### config.mk
export PLATFORM = sky130hd
export DESIGN_NAME = alu_stage_flat
export DESIGN_NICKNAME = d
export VERILOG_FILES = /design/src/rtl/rv_isa_pkg.sv /design/src/rtl/rv_pipe_pkg.sv /design/src/rtl/bypass_if.sv /design/src/rtl/alu_stage.sv /design/src/flat_wrapper.sv
export VERILOG_INCLUDE_DIRS = /design/src /design/src/include
export SDC_FILE = /design/constraint.sdc
export NUM_CORES = 1
export LEC_CHECK = 0
export BUFFER_PORTS_ARGS = -buffer_cell sky130_fd_sc_hd__buf_2
export CORE_UTILIZATION = 59
export DETAILED_ROUTE_END_ITERATION = 8
export GPL_TIMING_DRIVEN = 0
export PLACE_DENSITY = 0.83
export SYNTH_ARGS = -nofsm -noshare
export SYNTH_HDL_FRONTEND = slang
export SYNTH_SLANG_ARGS = --single-unit
### constraint.sdc
create_clock -name clk -period 8.94 [get_ports clk]
set_clock_uncertainty 0.05 [all_clocks]
set_input_delay 1.788 -clock clk [delete_from_list [all_inputs] [get_ports clk]]
set_output_delay 1.788 -clock clk [all_outputs]
set_load 0.02 [all_outputs]
### src/include/rvseed_params.svh
`ifndef RVSEED_PARAMS_SVH
`define RVSEED_PARAMS_SVH

// datapath width
`define XLEN 64

// register addressing
`define REG_ADDR_WIDTH 5
`define NUM_REGS 32

`endif

### src/rtl/rv_isa_pkg.sv
`include "rvseed_params.svh"

package rv_isa_pkg;

    // low bits of operand b used as shift amount
    localparam int SHAMT_W = $clog2(`XLEN);

    // integer ALU operations, register-register plus one immediate form
    typedef enum logic [3:0] {
        ADD  = 4'h0,
        SUB  = 4'h1,
        AND  = 4'h2,
        OR   = 4'h3,
        XOR  = 4'h4,
        SLL  = 4'h5,
        SRL  = 4'h6,
        SRA  = 4'h7,
        ADDI = 4'h8   // imm replaces rs2
    } alu_op_e;

endpackage

### src/rtl/rv_pipe_pkg.sv
`include "rvseed_params.svh"

package rv_pipe_pkg;

    // where one operand came from
    typedef enum logic [1:0] {
        FWD_RF  = 2'd0,
        FWD_EX  = 2'd1,
        FWD_MEM = 2'd2
    } fwd_sel_e;

    // ID/EX register contents
    typedef struct packed {
        logic                       wr;   // valid and rd != x0
        rv_isa_pkg::alu_op_e        op;
        logic [`REG_ADDR_WIDTH-1:0] rd;
        logic [`XLEN-1:0]           a;
        logic [`XLEN-1:0]           b;    // holds imm for ADDI
    } ex_ctrl_t;

endpackage

### src/rtl/bypass_if.sv
`timescale 1ns/1ps
`include "rvseed_params.svh"

// results travelling back from the ALU stage to operand read
interface bypass_if;

    logic                       ex_wr;
    logic [`REG_ADDR_WIDTH-1:0] ex_rd;
    logic [`XLEN-1:0]           ex_res;  // combinational, instr now in EX

    logic                       mem_wr;
    logic [`REG_ADDR_WIDTH-1:0] mem_rd;
    logic [`XLEN-1:0]           mem_res;

    modport src (
        output ex_wr, ex_rd, ex_res,
        output mem_wr, mem_rd, mem_res
    );

    modport sink (
        input ex_wr, ex_rd, ex_res,
        input mem_wr, mem_rd, mem_res
    );

endinterface

### src/rtl/alu_stage.sv
`timescale 1ns/1ps
`include "rvseed_params.svh"

module alu_stage (
    input  logic                       clk,
    input  logic                       arst_n,
    input  rv_pipe_pkg::ex_ctrl_t      ex_ctrl,
    bypass_if.src                      byp,
    output logic                       wb_valid,
    output logic [`REG_ADDR_WIDTH-1:0] wb_rd,
    output logic [`XLEN-1:0]           wb_data
);

    import rv_isa_pkg::*;

    logic [SHAMT_W-1:0]         shamt;
    logic [`XLEN-1:0]           alu_res;

    // EX/MEM
    logic                       mem_wr_q;
    logic [`REG_ADDR_WIDTH-1:0] mem_rd_q;
    logic [`XLEN-1:0]           mem_res_q;

    // ~~~~~~~~~~~~~~~~~~~~~~~~~~~~~~~~~~~~~~~~~~~~~~~~~~~~~~~~~~~~~~~~~~~~~~~~~
    // ALU
    // ~~~~~~~~~~~~~~~~~~~~~~~~~~~~~~~~~~~~~~~~~~~~~~~~~~~~~~~~~~~~~~~~~~~~~~~~~
    assign shamt = ex_ctrl.b[SHAMT_W-1:0];

    always_comb begin
        case (ex_ctrl.op)
            ADD, ADDI: alu_res = ex_ctrl.a + ex_ctrl.b;
            SUB:       alu_res = ex_ctrl.a - ex_ctrl.b;
            AND:       alu_res = ex_ctrl.a & ex_ctrl.b;
            OR:        alu_res = ex_ctrl.a | ex_ctrl.b;
            XOR:       alu_res = ex_ctrl.a ^ ex_ctrl.b;
            SLL:       alu_res = ex_ctrl.a << shamt;
            SRL:       alu_res = ex_ctrl.a >> shamt;
            SRA:       alu_res = $signed(ex_ctrl.a) >>> shamt;
            default:   alu_res = '0;
        endcase
    end

    // back to operand read, one instruction behind issue
    assign byp.ex_wr  = ex_ctrl.wr;
    assign byp.ex_rd  = ex_ctrl.rd;
    assign byp.ex_res = alu_res;

    // ~~~~~~~~~~~~~~~~~~~~~~~~~~~~~~~~~~~~~~~~~~~~~~~~~~~~~~~~~~~~~~~~~~~~~~~~~
    // result registers
    // ~~~~~~~~~~~~~~~~~~~~~~~~~~~~~~~~~~~~~~~~~~~~~~~~~~~~~~~~~~~~~~~~~~~~~~~~~
    always_ff @(posedge clk or negedge arst_n) begin
        if (!arst_n) begin
            mem_wr_q <= 1'b0;
            wb_valid <= 1'b0;
        end else begin
            mem_wr_q <= ex_ctrl.wr;
            wb_valid <= mem_wr_q;
        end
    end

    always_ff @(posedge clk) begin
        mem_rd_q  <= ex_ctrl.rd;
        mem_res_q <= alu_res;
        wb_rd     <= mem_rd_q;
        wb_data   <= mem_res_q;
    end

    // covers instr two behind and writes the RF, so the
    // third one behind already reads the new value
    assign byp.mem_wr  = mem_wr_q;
    assign byp.mem_rd  = mem_rd_q;
    assign byp.mem_res = mem_res_q;

endmodule

### src/flat_wrapper.sv
// flat-port wrapper written by rule: the top's interface ports become plain ports
module alu_stage_flat import rv_isa_pkg::*;
  (clk, arst_n, ex_ctrl, wb_valid, wb_rd, wb_data, byp_ex_wr, byp_ex_rd, byp_ex_res, byp_mem_wr, byp_mem_rd, byp_mem_res);
  bypass_if byp_i ();
  input  logic clk;
  input  logic arst_n;
  input  rv_pipe_pkg::ex_ctrl_t ex_ctrl;
  output logic wb_valid;
  output logic [`REG_ADDR_WIDTH-1:0] wb_rd;
  output logic [`XLEN-1:0] wb_data;
  output wire logic [$bits(byp_i.ex_wr)-1:0] byp_ex_wr;
  output wire logic [$bits(byp_i.ex_rd)-1:0] byp_ex_rd;
  output wire logic [$bits(byp_i.ex_res)-1:0] byp_ex_res;
  output wire logic [$bits(byp_i.mem_wr)-1:0] byp_mem_wr;
  output wire logic [$bits(byp_i.mem_rd)-1:0] byp_mem_rd;
  output wire logic [$bits(byp_i.mem_res)-1:0] byp_mem_res;
  assign byp_ex_wr = byp_i.ex_wr;
  assign byp_ex_rd = byp_i.ex_rd;
  assign byp_ex_res = byp_i.ex_res;
  assign byp_mem_wr = byp_i.mem_wr;
  assign byp_mem_rd = byp_i.mem_rd;
  assign byp_mem_res = byp_i.mem_res;
  alu_stage u_core (.clk(clk), .arst_n(arst_n), .ex_ctrl(ex_ctrl), .byp(byp_i), .wb_valid(wb_valid), .wb_rd(wb_rd), .wb_data(wb_data));
endmodule
==> metrics.txt, run 1 <==
status aborted with a tool error; failing step 5_1_grt; Run Error [ERROR GRT-0232] Routing congestion too high. Check the congestion heatmap in the GUI.; top post-synthesis cells by area mux4_2 15%, dfxtp_1 14%, ha_1 12%; post-synthesis cell count ~2.6k; Commonest cells post-synth 365 x nor2_1, 226 x nand2_1, 214 x o21ai_0; Final Wtd Congestion around 1.5; DP Wirelength slightly above 80,000 microns; flop and latch count out of synthesis 140; Synth Warn # 0; die width 186 microns; grt ovf 1; Port-buffer cells around 350; area share of the largest cell type after synthesis 15.2%; top-count cell post-synth nor2_1; H-tree depth 4; CTS Root Cell clkbuf_16; row count between 60 and 70; mean post-synth cell area around 7.7 sq um; I/O pin count 350; Die Y about 190 microns; Synth Flop Type dfxtp_1; total CTS buffers 17; Post-synth ARST share under 10%; pin count of the biggest net entering global routing 20; Longest Clk Path Bufs 2; Seq/Total Area, Yosys between 10% and 20%; Synth cell types between 70 and 80; synthesized area between 0.02 and 0.025 sq mm; GR Util All Layers between 60% and 70%; CTS sink cnt 140; EDFF count, synth 0; initial core utilization between 50% and 60%; leading area contributor after synthesis mux4_2; Syn Nets approximately 2.9k
-- stage by stage --
step / std cells / worst slack (ps) / instance area (sq um) / util [%]
floorplan: 2603 / 746 / 20000 / -
global placement: 3400 / -1490 / 22300 / 66.8
detailed placement: 3400 / -1670 / 22400 / 66.8
CTS: 3430 / -89.2 / 23100 / 68.9
-- logic make-up after synthesis --
logic type | share of synthesized area, %
AND/OR/NAND/NOR | 17.1
AO/OA/AOI/OAI | 25.0
buffers and inverters | 6.73
multiplexers | 20.0
adder cells (fa/ha/maj) | 12.1
flip-flops | 14.0
XOR/XNOR | 4.94
-- timing repair --
action                                  4_1_cts
gates resized for setup                      27
hold buffers                                  0
buffers inserted                              5
endpoints found under the setup margin       41
pin swaps                                     3
-- per-layer routing --
metal  GRT usage [%]  GRT overflow
met4            60.7             0
met2            79.2             0
met5            30.6             0
met3            52.7             1
met1            65.5             0
==> run 2: changes to the inputs <==
--- a/config.mk
+++ b/config.mk
@@ -7,10 +7,10 @@
 export NUM_CORES = 1
 export LEC_CHECK = 0
 export BUFFER_PORTS_ARGS = -buffer_cell sky130_fd_sc_hd__buf_2
-export CORE_UTILIZATION = 59
+export CORE_UTILIZATION = 40
 export DETAILED_ROUTE_END_ITERATION = 8
 export GPL_TIMING_DRIVEN = 0
-export PLACE_DENSITY = 0.83
+export PLACE_DENSITY_LB_ADDON = 0.15
 export SYNTH_ARGS = -nofsm -noshare
 export SYNTH_HDL_FRONTEND = slang
 export SYNTH_SLANG_ARGS = --single-unit
==> run 2 against run 1 <==
Against the previous run:
- the flow now finishes, with violations (design-rule violations, negative setup slack)
- synthesized cell count is the same
- synthesized area did not move
==> metrics.txt, run 2 <==
pin count of the biggest net entering global routing 20; Syn Nets 2,937 (unchanged); violated checks design-rule violations, negative setup slack; Reg area 0.00281 sq mm; post-synthesis xor/xnor area fraction 4.94% (unchanged); CP Launch Type input pin; Hold WC Path Type reg -> reg; fill cell count around 5k; die width 226 microns (was 186 microns); Seq/Total Area, Yosys 14.0% (unchanged); share of layout cells above drive strength 1 between 20 and 25%; row count 81 (was 67); crit path DAT 7260 ps; Port-buffer cells 349 (unchanged); Synth cell types 72 (unchanged); peak supply drop between 0.2 and 0.25 mV; Starting DRT DRC Count roughly 4.3k; flop and latch count out of synthesis 140 (unchanged); Int Pwr between 1.5 and 2 mW; Die Y 226 microns (was 186 microns); mean post-synth cell area 7.70 sq um (unchanged); multi-input logic area 0.0162 sq mm; Worst slew margin approximately 4%; Synth Flop Type dfxtp_1 (unchanged); Max-Cap Viols 0; GR Util All Layers 50.9%; top-count cell post-synth nor2_1 (unchanged); Commonest cells post-synth 365 x nor2_1, 226 x nand2_1, 214 x o21ai_0 (unchanged); Final Wtd Congestion 1.13 (was 1.54); RSZ-0062 raised after global routing yes; clock power share a little over a fifth; Adder-Cell Fraction of Synth Area 12.1% (unchanged); routed length per instance 36.5 microns; H-tree depth 4 (unchanged); crit path kind in -> out; DP Wirelength 108,000 microns (was 81,300 microns); Area Growth Syn to Fin 18.5%; Area after DPL 0.0226 sq mm (was 0.0224 sq mm); Vias/cell just over 7; most frequent cells in the layout 366 x buf_2, 360 x nor2_1, 224 x nand2_1, 203 x o21ai_0, 192 x ha_1; P_leak between 10 and 15 nW; Tcrit/Tclk final 102%; I/O pin count 350 (unchanged); largest family of logic cells by synthesized area compound AO/OA/AOI/OAI gates (unchanged); CP Max Fanout 19; post-route cell area 0.0237 sq mm; Synth Area in Compound Gates 25.0% (unchanged); CTS Hold Bufs 0 (unchanged); most common cell after layout, fill and taps aside buf_2; initial core utilization 40.8% (was 59.9%); Post-synth ARST share 1.43% (unchanged); sequential cell fraction of total power around 22%; post-synthesis cell count 2,603 (unchanged); DIE AREA 0.0510 sq mm; Final setup viols 4; Synth Warn # 0 (unchanged); CP Capture Type output port; Sw Share between 40% and 50%; synthesized area 0.0200 sq mm (unchanged); vias in the first global route between 20k and 25k; Longest Clk Path Bufs 2 (unchanged); TritonCTS clock tree done; Placed Cells 3,617 (was 3,400); Worst Tran Pin Value about 1400 ps; Period minus WS final between 9000 and 10,000 ps; mux cell area share after synthesis 20.0% (unchanged); Final WS setup -156 ps; cell area power density ~140 mW/mm^2; area share of the largest cell type after synthesis 15.2% (unchanged); Clock Pin Slew Worst Setup and Hold Paths 60 ps; CTS sink cnt 140 (unchanged); endpoints failing hold 0; top post-synthesis cells by area mux4_2 15%, dfxtp_1 14%, ha_1 12% (unchanged); CORE AREA about 0.05 sq mm; total CTS buffers 17 (unchanged); DR vias approximately 26k; Post-Route WL 134,000 microns; leading area contributor after synthesis mux4_2 (unchanged); drt pass-1 iters 9; grt ovf 0; Simple-Gate Fraction of Synth Area 17.1% (unchanged); initial antenna violation count 10; status finished, violations left (was aborted with a tool error); dpl ws -1720 ps (was -1670 ps); Psw 1.66 mW; Critical Path RT ~7000 ps; maximum achievable frequency approximately 110 MHz; CTS Root Cell clkbuf_16 (unchanged); first-pass GRT wire length about 180,000 microns; Clk Latency, worst-skew pair 480 ps; drc violations 1; EDFF count, synth 0 (unchanged); DRT antenna net count 0; Cell Count, Final, Fillers Out 3,662; combinational group share of total power 56.3%; fin. max-slew vios 0; nets@finish about 3.3k
run 2: cell counts after synthesis:
No cell type changed its count.
run 2: per-layer routing:
layer	vias to the layer above	track usage, %	share of wire [%]
met4	16	34.6	8.5
met5	-	0	0.095
li1	10374	-	-
met2	2584	72.0	40
met3	678	20.9	15
met1	12505	62.5	36
run 2: cells by family (layout without fill, tap and decap cells):
| kind of cell | Yosys count | after routing |
|---|---|---|
| flops | 140 | 140 |
| buf+inv | 344 | 730 |
| compound gates | 784 | 784 |
| xor+xnor | 113 | 113 |
| fa+ha+maj | 194 | 194 |
| simple gates | 797 | 797 |
| other cells | 0 | 9 |
| mux | 231 | 231 |
run 2: area by class of cell:
type                            count  area share [%]
Multi-Input combinational cell   2119            68.2
Sequential cell                   140            11.8
Timing Repair Buffer              370            8.05
Tap cell                          664            3.50
Buffer                            179            3.46
Inverter                          149            2.39
Clock buffer                       18            1.85
Clock inverter                     14           0.648
Antenna cell                        9          0.0949
run 2: repair_timing:
item,CTS,global route
gates resized for setup,49,73
pin swaps,5,13
endpoints found under the setup margin,58,34
setup buffers,10,9
run 2: critical path: stages:
cell and delay [ps]:
buf_2 120, buf_6 170, inv_1 610, buf_2 650, buf_1 930, clkbuf_1 610, nor2_1 140, nor2_1 290
o21ai_0 220, a221oi_1 900, o21ai_0 480, buf_2 300
run 2: path summary, 6_finish.rpt:
| kind | start | end | slack, ps | depth (start not counted) |
|---|---|---|---|---|
| setup / recovery | ex_ctrl[3] | byp_ex_res[11] | -160 | 12 |
| hold / removal | u_core.byp.mem_res[31]$_DFF_P_ | u_core.wb_data[31]$_DFF_P_ | 290 | 0 |
| setup reg to reg | u_core.byp.mem_wr$_DFF_PN0_ | u_core.wb_valid$_DFF_PN0_ | 8410 | 0 |
| hold reg to reg | u_core.byp.mem_res[31]$_DFF_P_ | u_core.wb_data[31]$_DFF_P_ | 290 | 0 |
| max in group asynchronous | arst_n | u_core.wb_valid$_DFF_PN0_ | 7710 | 1 |
| min in group asynchronous | arst_n | u_core.byp.mem_wr$_DFF_PN0_ | 1030 | 1 |
run 2: power by group through the flow:
stage / combinational, mW / sequential, mW / clock [mW]
6_report: 1.88 / 0.743 / 0.717
5_1_grt: 1.92 / 0.752 / 0.747
4_1_cts: 1.76 / 0.744 / 0.724
3_5_place_dp: 1.73 / 0.756 / 0
3_3_place_gp: 1.72 / 0.752 / 0
2_1_floorplan: 0.883 / 0.871 / 0
run 2: stage by stage:
stage / util, % / power [mW] / setup TNS (ps) / hold slack (ps)
floorplan: - / 1.75 / 0 / 384
global placement: 46.0 / 2.47 / -45010 / 277
detailed placement: 46.0 / 2.48 / -44710 / 280
CTS: 47.7 / 3.22 / 0 / 293
global route: 48.3 / 3.41 / -217 / 301
finish: 48.3 / 3.34 / -332 / 289
Note: power is estimated with default switching activity, not from simulation.
